[config.mk]
export PLATFORM = sky130hd
export DESIGN_NAME = pim_periph_ctrl
export DESIGN_NICKNAME = d
export VERILOG_FILES = /design/src/verilog/pim_pkg.sv /design/src/verilog/pim_bus_port.sv /design/src/verilog/pim_cfg_regs.sv /design/src/verilog/pim_pulse_timer.sv /design/src/verilog/pim_sequencer.sv /design/src/verilog/pim_periph_ctrl.sv
export SDC_FILE = /design/constraint.sdc
export NUM_CORES = 1
export LEC_CHECK = 0
export ABC_AREA = 1
export BUFFER_PORTS_ARGS = -buffer_cell sky130_fd_sc_hd__buf_4
export CORE_MARGIN = 3
export CORE_UTILIZATION = 56
export CTS_BUF_LIST = sky130_fd_sc_hd__clkbuf_8 sky130_fd_sc_hd__clkbuf_16
export DETAILED_ROUTE_END_ITERATION = 8
export GPL_ROUTABILITY_DRIVEN = 0
export HOLD_SLACK_MARGIN = 0.12
export PLACE_DENSITY = 0.95
export REMOVE_ABC_BUFFERS = 1
export SYNTH_ARGS = -nofsm -noshare
export SYNTH_HDL_FRONTEND = slang
export SYNTH_HIERARCHICAL = 1
export SYNTH_SLANG_ARGS = --single-unit
[constraint.sdc]
create_clock -name clk_i -period 4.95 [get_ports clk_i]
set_input_delay 0.2475 -clock clk_i [delete_from_list [all_inputs] [get_ports clk_i]]
set_output_delay 0.2475 -clock clk_i [all_outputs]
set_load 0.01 [all_outputs]
[src/verilog/pim_pkg.sv]
package pim_pkg;

    // Bus widths
    localparam int ADDR_W = 32;
    localparam int DATA_W = 32;
    localparam int MODE_W = 3;

    // Memory-mapped addresses seen by the core
    localparam logic [ADDR_W-1:0] PIM_MODE_ADDR   = 32'h4100_0000;
    localparam logic [ADDR_W-1:0] PIM_ZP_ADDR     = 32'h4200_0000;
    localparam logic [ADDR_W-1:0] PIM_STATUS_ADDR = 32'h4300_0000;

    // Upper address bits that select a write class
    localparam logic [15:0] CELL_PREFIX   = 16'h4000;
    localparam logic [11:0] BUF_PREFIX    = 12'h400;
    localparam logic [15:0] PAR_GO_PREFIX = 16'h400F;

    // Field widths
    localparam int ROW_W      = 7;
    localparam int COL_W      = 9;
    localparam int PW_W       = 17;
    localparam int PC_W       = 5;
    localparam int EXEC_CNT_W = 4;
    localparam int RX_CNT_W   = 4;

    typedef enum logic [MODE_W-1:0] {
        MODE_NONE     = 3'd0,
        MODE_ERASE    = 3'd1,
        MODE_PROGRAM  = 3'd2,
        MODE_READ     = 3'd3,
        MODE_ZP       = 3'd4,
        MODE_PARALLEL = 3'd5
    } pim_mode_e;

    // Fixed execution lengths
    localparam logic [EXEC_CNT_W-1:0] READ_CYCLES = 4'd9;
    localparam logic [EXEC_CNT_W-1:0] PAR_CYCLES  = 4'd12;
    localparam logic [1:0]            PROC_CYCLES = 2'd2;

    typedef struct packed {
        logic              mode_wr;
        logic              cell_wr;
        logic              buf_wr;
        logic              par_go;
        logic              zp_wr;
        logic              status_rd;
        logic [ADDR_W-1:0] addr;
        logic [DATA_W-1:0] data;
    } bus_cmd_t;

    typedef struct packed {
        pim_mode_e        mode;
        logic [ROW_W-1:0] row;
        logic [COL_W-1:0] col;
        logic [PW_W-1:0]  pulse_width;
        logic [PC_W-1:0]  pulse_count;
    } pim_cfg_t;

    typedef struct packed {
        logic                  en;
        pim_mode_e             mode;
        logic [ROW_W-1:0]      row;
        logic [COL_W-1:0]      col;
        logic [EXEC_CNT_W-1:0] exec_cnt;
        logic                  in_buf_rd;
    } cell_drive_t;

    typedef struct packed {
        logic                wr;
        logic [DATA_W-1:0]   data;
        logic [RX_CNT_W-1:0] rx_cnt;
    } in_buf_wr_t;

    typedef struct packed {
        logic                     en;
        logic signed [DATA_W-1:0] data;
    } zp_wr_t;

    typedef struct packed {
        logic rd_en;
        logic done;
    } out_proc_t;

endpackage

[src/verilog/pim_bus_port.sv]
`timescale 1ns/1ns

module pim_bus_port (
    input  logic                        clk_i,
    input  logic                        rst_ni,

    // Core write port
    input  logic [pim_pkg::ADDR_W-1:0]  address_i,
    input  logic [pim_pkg::DATA_W-1:0]  data_i,

    // Status from the sequencer
    input  logic                        idle_i,
    input  logic                        data_valid_i,

    output pim_pkg::bus_cmd_t           cmd_o,
    output logic [pim_pkg::DATA_W-1:0]  data_o
);

    logic [15:0] addr_hi16;
    logic [11:0] addr_hi12;

    assign addr_hi16 = address_i[31:16];
    assign addr_hi12 = address_i[31:20];

    // Pure address decode, no mode or state knowledge here
    always_comb begin
        cmd_o           = '0;
        cmd_o.addr      = address_i;
        cmd_o.data      = data_i;
        cmd_o.mode_wr   = (address_i == pim_pkg::PIM_MODE_ADDR);
        cmd_o.cell_wr   = (addr_hi16 == pim_pkg::CELL_PREFIX);
        cmd_o.buf_wr    = (addr_hi12 == pim_pkg::BUF_PREFIX);
        cmd_o.par_go    = (addr_hi16 == pim_pkg::PAR_GO_PREFIX);
        cmd_o.zp_wr     = (address_i == pim_pkg::PIM_ZP_ADDR);
        cmd_o.status_rd = (address_i == pim_pkg::PIM_STATUS_ADDR);
    end

    // Status word returned one cycle after the read
    always_ff @(posedge clk_i or negedge rst_ni) begin
        if (!rst_ni) begin
            data_o <= '0;
        end else if (cmd_o.status_rd) begin
            data_o <= {{(pim_pkg::DATA_W-2){1'b0}}, data_valid_i, idle_i};
        end else begin
            data_o <= '0;
        end
    end

    // Register writes and the status read never share a cycle
    assert property (@(posedge clk_i) disable iff (!rst_ni)
        $onehot0({cmd_o.mode_wr, cmd_o.zp_wr, cmd_o.status_rd}))
        else $error("pim_bus_port: overlapping register decode");

endmodule

[src/verilog/pim_cfg_regs.sv]
`timescale 1ns/1ns

module pim_cfg_regs (
    input  logic                clk_i,
    input  logic                rst_ni,

    input  pim_pkg::bus_cmd_t   cmd_i,
    output pim_pkg::pim_cfg_t   cfg_o
);

    pim_pkg::pim_cfg_t cfg_q;

    logic [pim_pkg::ROW_W-1:0] cell_row;
    logic [pim_pkg::COL_W-1:0] cell_col;

    // Cell address is packed as {row, col} in the low address bits
    assign cell_row = cmd_i.addr[pim_pkg::COL_W +: pim_pkg::ROW_W];
    assign cell_col = cmd_i.addr[pim_pkg::COL_W-1:0];

    always_ff @(posedge clk_i or negedge rst_ni) begin
        if (!rst_ni) begin
            cfg_q <= '0;
        end else if (cmd_i.mode_wr) begin
            cfg_q.mode <= pim_pkg::pim_mode_e'(cmd_i.data[pim_pkg::MODE_W-1:0]);
        end else if (cmd_i.cell_wr) begin
            case (cfg_q.mode)
                pim_pkg::MODE_ERASE, pim_pkg::MODE_PROGRAM: begin
                    cfg_q.row         <= cell_row;
                    cfg_q.col         <= cell_col;
                    cfg_q.pulse_width <= cmd_i.data[pim_pkg::PC_W +: pim_pkg::PW_W];
                    cfg_q.pulse_count <= cmd_i.data[pim_pkg::PC_W-1:0];
                end
                pim_pkg::MODE_READ, pim_pkg::MODE_PARALLEL: begin
                    // No pulse train in these modes
                    cfg_q.row         <= cell_row;
                    cfg_q.col         <= cell_col;
                    cfg_q.pulse_width <= '0;
                    cfg_q.pulse_count <= '0;
                end
                default: begin
                    cfg_q <= cfg_q;
                end
            endcase
        end
    end

    assign cfg_o = cfg_q;

endmodule

[src/verilog/pim_pulse_timer.sv]
`timescale 1ns/1ns

module pim_pulse_timer (
    input  logic                clk_i,
    input  logic                rst_ni,

    input  logic                start_i,
    input  pim_pkg::bus_cmd_t   cmd_i,
    input  pim_pkg::pim_cfg_t   cfg_i,

    output logic                pulse_on_o,
    output logic                last_pulse_o
);

    logic [pim_pkg::PW_W-1:0] width_q;
    logic [pim_pkg::PC_W-1:0] count_q;

    always_ff @(posedge clk_i or negedge rst_ni) begin
        if (!rst_ni) begin
            width_q <= '0;
            count_q <= '0;
        end else if (start_i) begin
            // Same cycle as the cell write, so take the fields off the bus
            width_q <= cmd_i.data[pim_pkg::PC_W +: pim_pkg::PW_W];
            count_q <= cmd_i.data[pim_pkg::PC_W-1:0];
        end else if (count_q != '0) begin
            if (width_q != '0) begin
                width_q <= width_q - 1'b1;
            end else begin
                // Gap cycle between pulses
                count_q <= count_q - 1'b1;
                width_q <= (count_q == 1) ? '0 : cfg_i.pulse_width;
            end
        end
    end

    assign pulse_on_o   = (count_q != '0) && (width_q != '0);
    assign last_pulse_o = (count_q == 1) && (width_q == '0);

    assert property (@(posedge clk_i) disable iff (!rst_ni)
        start_i |-> cmd_i.data[pim_pkg::PC_W-1:0] != '0)
        else $error("pim_pulse_timer: started with zero pulse count");

endmodule

[src/verilog/pim_sequencer.sv]
`timescale 1ns/1ns

module pim_sequencer (
    input  logic                    clk_i,
    input  logic                    rst_ni,

    input  pim_pkg::bus_cmd_t       cmd_i,
    input  pim_pkg::pim_cfg_t       cfg_i,

    // Pulse timer handshake
    input  logic                    pulse_on_i,
    input  logic                    last_pulse_i,
    output logic                    start_o,

    // Status
    output logic                    idle_o,
    output logic                    data_valid_o,

    output pim_pkg::cell_drive_t    drive_o,
    output pim_pkg::in_buf_wr_t     in_buf_o,
    output pim_pkg::zp_wr_t         zp_o,
    output pim_pkg::out_proc_t      proc_o
);

    typedef enum logic [1:0] {
        ST_IDLE,
        ST_SETUP,
        ST_EXEC,
        ST_PROC
    } state_e;

    state_e state_q, state_d;

    logic [pim_pkg::EXEC_CNT_W-1:0] exec_cnt_q;
    logic [1:0]                     proc_cnt_q;
    logic                           data_valid_q;

    logic is_pulse_mode;
    logic is_array_mode;
    logic setup_done;
    logic zp_done;
    logic to_proc;

    assign is_pulse_mode = (cfg_i.mode == pim_pkg::MODE_ERASE) ||
                           (cfg_i.mode == pim_pkg::MODE_PROGRAM);
    assign is_array_mode = (cfg_i.mode == pim_pkg::MODE_READ) ||
                           (cfg_i.mode == pim_pkg::MODE_PARALLEL);

    // PARALLEL ends setup on its own go prefix, the rest on a cell write
    assign setup_done = (state_q == ST_SETUP) &&
                        (((is_pulse_mode || cfg_i.mode == pim_pkg::MODE_READ) && cmd_i.cell_wr) ||
                         (cfg_i.mode == pim_pkg::MODE_PARALLEL && cmd_i.par_go));
    assign zp_done    = (state_q == ST_SETUP) && (cfg_i.mode == pim_pkg::MODE_ZP) && cmd_i.zp_wr;
    assign to_proc    = (state_q == ST_EXEC) && is_array_mode && (exec_cnt_q == '0);
    assign start_o    = setup_done && is_pulse_mode;

    always_comb begin
        state_d = state_q;
        case (state_q)
            ST_IDLE: begin
                if (cmd_i.mode_wr) begin
                    state_d = ST_SETUP;
                end
            end
            ST_SETUP: begin
                if (zp_done) begin
                    state_d = ST_IDLE;
                end else if (setup_done) begin
                    state_d = ST_EXEC;
                end
            end
            ST_EXEC: begin
                if (is_pulse_mode && last_pulse_i) begin
                    state_d = ST_IDLE;
                end else if (to_proc) begin
                    state_d = ST_PROC;
                end
            end
            ST_PROC: begin
                if (proc_cnt_q == 2'd1) begin
                    state_d = ST_IDLE;
                end
            end
            default: begin
                state_d = ST_IDLE;
            end
        endcase
    end

    always_ff @(posedge clk_i or negedge rst_ni) begin
        if (!rst_ni) begin
            state_q <= ST_IDLE;
        end else begin
            state_q <= state_d;
        end
    end

    always_ff @(posedge clk_i or negedge rst_ni) begin
        if (!rst_ni) begin
            exec_cnt_q <= '0;
            proc_cnt_q <= '0;
        end else begin
            if (setup_done && is_array_mode) begin
                exec_cnt_q <= (cfg_i.mode == pim_pkg::MODE_PARALLEL) ?
                              pim_pkg::PAR_CYCLES : pim_pkg::READ_CYCLES;
            end else if (exec_cnt_q != '0) begin
                exec_cnt_q <= exec_cnt_q - 1'b1;
            end

            // Loaded on entry only
            if (to_proc) begin
                proc_cnt_q <= pim_pkg::PROC_CYCLES;
            end else if (proc_cnt_q != '0) begin
                proc_cnt_q <= proc_cnt_q - 1'b1;
            end
        end
    end

    // Result valid near the end of the array window, dropped by the next mode
    always_ff @(posedge clk_i or negedge rst_ni) begin
        if (!rst_ni) begin
            data_valid_q <= 1'b0;
        end else if (cmd_i.mode_wr) begin
            data_valid_q <= 1'b0;
        end else if (state_q == ST_EXEC && is_array_mode && exec_cnt_q == 4'd2) begin
            data_valid_q <= 1'b1;
        end
    end

    assign idle_o       = (state_q == ST_IDLE);
    assign data_valid_o = data_valid_q;

    always_comb begin
        drive_o  = '0;
        in_buf_o = '0;
        zp_o     = '0;
        proc_o   = '0;
        case (state_q)
            ST_SETUP: begin
                if (cfg_i.mode == pim_pkg::MODE_PARALLEL && cmd_i.buf_wr) begin
                    in_buf_o.wr     = 1'b1;
                    in_buf_o.data   = cmd_i.data;
                    in_buf_o.rx_cnt = cmd_i.addr[15 -: pim_pkg::RX_CNT_W];
                end
                if (zp_done) begin
                    zp_o.en   = 1'b1;
                    zp_o.data = signed'(cmd_i.data);
                end
            end
            ST_EXEC: begin
                if (is_pulse_mode) begin
                    drive_o.en   = pulse_on_i;
                    drive_o.mode = cfg_i.mode;
                    drive_o.row  = cfg_i.row;
                    drive_o.col  = cfg_i.col;
                end else if (is_array_mode && exec_cnt_q != '0) begin
                    drive_o.en        = 1'b1;
                    drive_o.mode      = cfg_i.mode;
                    drive_o.row       = cfg_i.row;
                    drive_o.col       = cfg_i.col;
                    drive_o.exec_cnt  = exec_cnt_q;
                    drive_o.in_buf_rd = (cfg_i.mode == pim_pkg::MODE_PARALLEL);
                end
            end
            ST_PROC: begin
                proc_o.rd_en = 1'b1;
                proc_o.done  = (proc_cnt_q == 2'd1);
            end
            default: begin
                drive_o = '0;
            end
        endcase
    end

    assert property (@(posedge clk_i) disable iff (!rst_ni)
        !(state_q == ST_EXEC && cfg_i.mode == pim_pkg::MODE_ZP))
        else $error("pim_sequencer: EXEC entered in ZP mode");

endmodule

[src/verilog/pim_periph_ctrl.sv]
`timescale 1ns/1ns

module pim_periph_ctrl (
    input  logic                        clk_i,
    input  logic                        rst_ni,

    // Core side
    input  logic [pim_pkg::ADDR_W-1:0]  address_i,
    input  logic [pim_pkg::DATA_W-1:0]  data_i,
    output logic [pim_pkg::DATA_W-1:0]  data_o,

    // Macro side
    output pim_pkg::cell_drive_t        drive_o,
    output pim_pkg::in_buf_wr_t         in_buf_o,
    output pim_pkg::zp_wr_t             zp_o,
    output pim_pkg::out_proc_t          proc_o
);

    pim_pkg::bus_cmd_t cmd;
    pim_pkg::pim_cfg_t cfg;

    logic start;
    logic pulse_on;
    logic last_pulse;
    logic idle;
    logic data_valid;

    pim_bus_port u_bus_port (
        .clk_i        (clk_i),
        .rst_ni       (rst_ni),
        .address_i    (address_i),
        .data_i       (data_i),
        .idle_i       (idle),
        .data_valid_i (data_valid),
        .cmd_o        (cmd),
        .data_o       (data_o)
    );

    pim_cfg_regs u_cfg_regs (
        .clk_i  (clk_i),
        .rst_ni (rst_ni),
        .cmd_i  (cmd),
        .cfg_o  (cfg)
    );

    pim_pulse_timer u_pulse_timer (
        .clk_i        (clk_i),
        .rst_ni       (rst_ni),
        .start_i      (start),
        .cmd_i        (cmd),
        .cfg_i        (cfg),
        .pulse_on_o   (pulse_on),
        .last_pulse_o (last_pulse)
    );

    pim_sequencer u_sequencer (
        .clk_i        (clk_i),
        .rst_ni       (rst_ni),
        .cmd_i        (cmd),
        .cfg_i        (cfg),
        .pulse_on_i   (pulse_on),
        .last_pulse_i (last_pulse),
        .start_o      (start),
        .idle_o       (idle),
        .data_valid_o (data_valid),
        .drive_o      (drive_o),
        .in_buf_o     (in_buf_o),
        .zp_o         (zp_o),
        .proc_o       (proc_o)
    );

endmodule

== After elaboration in Yosys (flattened, before gate mapping) ==
Cells that the tools add are included.
Operators by class
  reduce and logical (&&, ||, !) cells: 36
  equality and inequality tests: 22
  mux-type cells: 33
  bitwise gates (word level): 1
  add/sub/neg operators: 4
Operators by type and width (number)
  == test 32 x 31 -> 1 bit (second input constant): 3
  one-hot mux 38 bit (2 select lines): 1
  2-to-1 mux 37 bit: 2
  2-to-1 mux 17 bit: 4
  2-to-1 mux 33 bit: 2
  2-to-1 mux 25 bit: 2
  == test 16 x 15 -> 1 bit (second input constant): 2
  2-to-1 mux 2 bit: 10
  2-to-1 mux 20 bit: 1
  2-to-1 mux 5 bit: 4
  zero test 17 bit: 1
  nonzero test 17 bit: 1
  subtractor 17 x 1 -> 17 bit (second input constant): 1
  logical AND 1 bit: 15
  == test 12 x 11 -> 1 bit (second input constant): 1
  nonzero test 2 bit: 6
  2-to-1 mux 4 bit: 2
  one-hot mux 2 bit (4 select lines): 1
  == test 3 x 2 -> 1 bit (second input constant): 2
  == test 3 bit (second input constant): 2
  2-to-1 mux 3 bit: 2
  == test 5 x 1 -> 1 bit (second input constant): 1
  nonzero test 5 bit: 1
  subtractor 5 x 1 -> 5 bit (second input constant): 1
  20 further kinds: 28
Word-level totals
  word-level logic and storage cells: 107
  flip-flop bits (word level): 99
  output and inout bits: 129

== Longest topological paths before layout ==
  word-level depth: 9
  depth in mapped cells: 17
  gate-level depth less buffers: 16

== Cells and area by module ==
The synthesis kept the hierarchy.
Modules (own cells, without submodules)
  pim_pulse_timer: seq. area each 550.5 µm², cells an instance 321, area an instance 1911.8 µm², instances 1
  pim_cfg_regs: seq. area each 1026.0 µm², cells an instance 183, area an instance 1712.9 µm², instances 1
  pim_sequencer: seq. area each 225.2 µm², cells an instance 257, area an instance 1323.8 µm², instances 1
  pim_bus_port: seq. area each 50.0 µm², cells an instance 177, area an instance 1079.8 µm², instances 1

== Worst setup path after synthesis ==
No wires, ideal clock.
  path kind: input port to flip-flop
  start: input port address_i[29] (netlist bit)
  end: register u_pulse_timer/width_q[13] (netlist bit)
  stages on the path: 16
  path buffers: 2
  data arrival time: 2110 ps
  library setup time: 63 ps
  data required time: 4887 ps
  path slack: 2778 ps
  cell sequence: nor2_1 -> nand3_1 -> nor2_1 -> nand2_1 -> nor3_1 -> nand4_1 -> nand2_1 -> inv_1 -> nor3_1 -> clkbuf_1 -> clkbuf_1 -> nand2_1 -> nand2_1 -> nand3b_1 -> nand2_1 -> inv_1
RTL lines
  start, declared: line pim_periph_ctrl.sv:8  | input logic [pim_pkg::ADDR_W-1:0] address_i,
  end signal, assigned: line pim_pulse_timer.sv:24  | width_q <= cmd_i.data[pim_pkg::PC_W +: pim_pkg::PW_W];
  end signal, assigned: line pim_pulse_timer.sv:28  | width_q <= width_q - 1'b1;
  end signal, assigned: line pim_pulse_timer.sv:32  | width_q <= (count_q == 1) ? '0 : cfg_i.pulse_width;
  end, declared: line pim_pulse_timer.sv:15  | logic [pim_pkg::PW_W-1:0] width_q;

== Final worst setup path ==
  start: register u_cfg_regs.cfg_q (netlist bit u_cfg_regs/cfg_o[38])
  end: register u_pulse_timer/count_q[4] (netlist bit)
On the way
  cells in the longest elaborated chain, start to end: 9
  elaborated cells on any way between the ends: 15
RTL lines
  start, declared: line pim_cfg_regs.sv:11  | pim_pkg::pim_cfg_t cfg_q;
  start signal, assigned: line pim_cfg_regs.sv:41  | cfg_q <= cfg_q;
  == test 3 x 1 -> 1 bit / == test 3 x 2 -> 1 bit (equally long branches): line pim_sequencer.sv:44, pim_sequencer.sv:45
  logical OR 1 bit: line pim_sequencer.sv:44  | assign is_pulse_mode = (cfg_i.mode == pim_pkg::MODE_ERASE) ||
  logical OR 1 bit: line pim_sequencer.sv:51  | (((is_pulse_mode || cfg_i.mode == pim_pkg::MODE_READ) && cmd_i.cell_wr) ||
  logical AND 1 bit: line pim_sequencer.sv:51
  logical OR 1 bit: line pim_sequencer.sv:51
  logical AND 1 bit: line pim_sequencer.sv:50  | assign setup_done = (state_q == ST_SETUP) &&
  logical AND 1 bit *: line pim_sequencer.sv:55  | assign start_o = setup_done && is_pulse_mode;
  named net start: line pim_periph_ctrl.sv:22  | logic start;
  != test 2 bit (no line) / nonzero test 2 bit (equally long branches)
  AND reduction 2 bit (no line)
  end signal, assigned: line pim_pulse_timer.sv:25  | count_q <= cmd_i.data[pim_pkg::PC_W-1:0];
  end signal, assigned: line pim_pulse_timer.sv:31  | count_q <= count_q - 1'b1;
  end, declared: line pim_pulse_timer.sv:16  | logic [pim_pkg::PC_W-1:0] count_q;
The timed path passes the listed nets; every way through them passes the cells marked *.
A chain may end at the register's enable or synchronous reset.

==> flow_summary.ini <==
[cells_and_area]
fin_area_sq_mm = 0.00675
antenna_cells = 0
drive_gt1_share_pct = 22.6
final_nets = 1079
multi_input_area_sq_mm = 0.00270
final_cells = 1142
syn_to_final_growth_pct = 18.2
utilization_pct = 68.4
seq_area_sq_mm = 0.00173
fillCellCount = 792

[outcome]
status = finished, final reports clean

[clock_tree]
cts.sinks = 69
cts_tree = done
numCtsBuffers = 9
clock-root-buffer = clkbuf_8
ctsHoldBuffers = 3
postCtsSetupBuffers = 0
htreeDepth = 3
clkTransAtPathRegs_ns = 0.09
cts_max_path_buffers = 2
clkLatencyLatePin_ns = 0.36
cts_resized = 0

[sta]
finalCritPeriodShare_pct = 66.5
timing.hold.ws_ns = 0.131
worst_pin_slew_ns = 0.897
hold_violations = 0
fin_crit_ns = 3.29
drv_slew = 0
clock_skew_ns = 0.0152
tns_ns = 0
rsz0062_at_grt = false
setup_violations = 0
fin_ws_ns = 1.66
fmax_ghz = 0.304
max-slew-margin-rel_pct = 40.2

[place]
portBuffers = 164
place_inst = 1123
placed_cell_area_sq_mm = 0.00647
hpwl_microns = 10200
place_ws_ns = 1.62

[synthesis]
syn_inst = 901
syn_area_per_cell_sq_um = 6.34
ys_warn_count = 6
synth_area_sq_mm = 0.00571

[grt]
gr-total-overflow = 0
antenna_found_initial = 0
grt_pass1_wl_microns = 23300
grt_usage_pct = 25.0
grt_pass1_vias = 5159
grt_max_degree = 70

[pwr]
p_int_mw = 0.944
comb_power_share_pct = 8.0
fin_total_pwr_mw = 1.24
pwr_density_cell_mw_per_mm2 = 184
ir_worst_vdd_v = 0.000156
p_sw_share_pct = 24.1
p_clk_share_pct = 46.7
p_sw_mw = 0.300
p_leak_nw = 3.88
power_frac_seq_pct = 45.3

[hold_path]
hold_path.class = in2reg

[floorplanning]
die_area_sq_mm = 0.0114
die_y_microns = 107
io_pins = 195
die_x_microns = 107
start_util_pct = 57.9
core_sq_mm = 0.00986
row_count = 36

[drt]
drtIter0Drc = 415
firstDrtPassIters = 5
vias = 5608
vias_per_cell = 4.91
postRouteAntennaNets = 0
wire_per_inst_microns = 12.7
finalWirelength_microns = 14500
drc_errors = 0

[critical_path]
crit_path_start_kind = flop
cp_max_fo = 24
end_kind = flop
critPathKind = reg2reg
cp.arrival_ns = 3.57
crit_required_ns = 5.23

[job]
drv_cap = 0
-- path summary, 6_finish.rpt --
kind                                 startpoint                         to  slack, ns  cells past startpoint
setup / recovery           u_cfg_regs/cfg_o[38]   u_pulse_timer/count_q[4]       1.66                     13
hold / removal                     address_i[3]       u_cfg_regs/cfg_o[25]       0.13                      3
setup reg to reg           u_cfg_regs/cfg_o[38]   u_pulse_timer/count_q[4]       1.66                     13
hold reg to reg            u_cfg_regs/cfg_o[29]       u_cfg_regs/cfg_o[29]       0.49                      2
max in group asynchronous                rst_ni       u_cfg_regs/cfg_o[37]       3.80                      2
min in group asynchronous                rst_ni  u_pulse_timer/width_q[11]       0.55                      2
-- cell type report --
| type | instances | share of cell area, % |
|---|---|---|
| sequential | 69 | 25.6 |
| timing repair buffer | 169 | 18.9 |
| tap | 133 | 2.47 |
| multi-input combinational | 585 | 39.9 |
| clock inverter | 7 | 1.82 |
| inverter | 170 | 9.45 |
| clock buffer | 9 | 1.84 |
-- metal layers --
layer / vias up / track usage (%) / wire [microns]
met1: 2530 / 31.7 / 5800
met5: - / 0 / 0
met2: 249 / 43.0 / 7420
met3: 29 / 4.27 / 1010
li1: 2800 / - / -
met4: 0 / 8.49 / 240
-- power groups by stage --
| stage | clock (mW) | combinational (mW) | sequential [mW] |
|---|---|---|---|
| after floorplan | 0 | 0.0339 | 0.575 |
| after global placement | 0 | 0.0956 | 0.574 |
| after detailed placement | 0 | 0.0980 | 0.574 |
| after CTS | 0.586 | 0.100 | 0.563 |
| after global routing | 0.612 | 0.112 | 0.563 |
| final | 0.581 | 0.100 | 0.563 |
-- sequential cells by signal, indices dropped and copies added (netlist names) --
name	flops
u_sequencer/proc_cnt_q	2
u_bus_port/data_o	2
u_sequencer/data_valid_o	1
u_pulse_timer/width_q	17
u_sequencer/exec_cnt_q	4
u_cfg_regs/cfg_o	36
u_pulse_timer/count_q	5
u_sequencer/state_q	2
-- placed cells by master (no fill, tap or decap), types with 2 or more instances in the layout --
master and n:
a21oi_1 6, and2_1 2, buf_4 166, bufinv_16 3, clkbuf_8 9, clkinv_1 4
clkinvlp_4 2, conb_1 30, dfrtp_1 69, dlygate4sd3_1 3, ha_1 9, inv_1 155
inv_2 11, nand2_1 203, nand2_2 5, nand2_4 3, nand3_1 64, nand3_2 4
nand3b_1 4, nand4_1 6, nor2_1 159, nor2_2 6, nor2_4 4, nor3_1 7
nor3_2 2, o21a_1 2, o21ai_0 15, o21ai_1 33, o21ai_2 7, o21bai_1 2
or2_2 3, xnor2_1 2, xor2_1 3
-- critical path, cell delays in order (launching register included) --
cell and delay (ns):
dfrtp_1 0.56, inv_1 0.16, nand2_2 0.15, nand3_1 0.08, nand2_1 0.11, inv_1 0.09
nor3_2 0.13, buf_4 0.27, inv_2 0.24, nand2_1 0.66, inv_2 0.28, nor2_4 0.28
nand2_1 0.09, o21ai_1 0.12
Note: power is estimated with default switching activity, not from simulation.
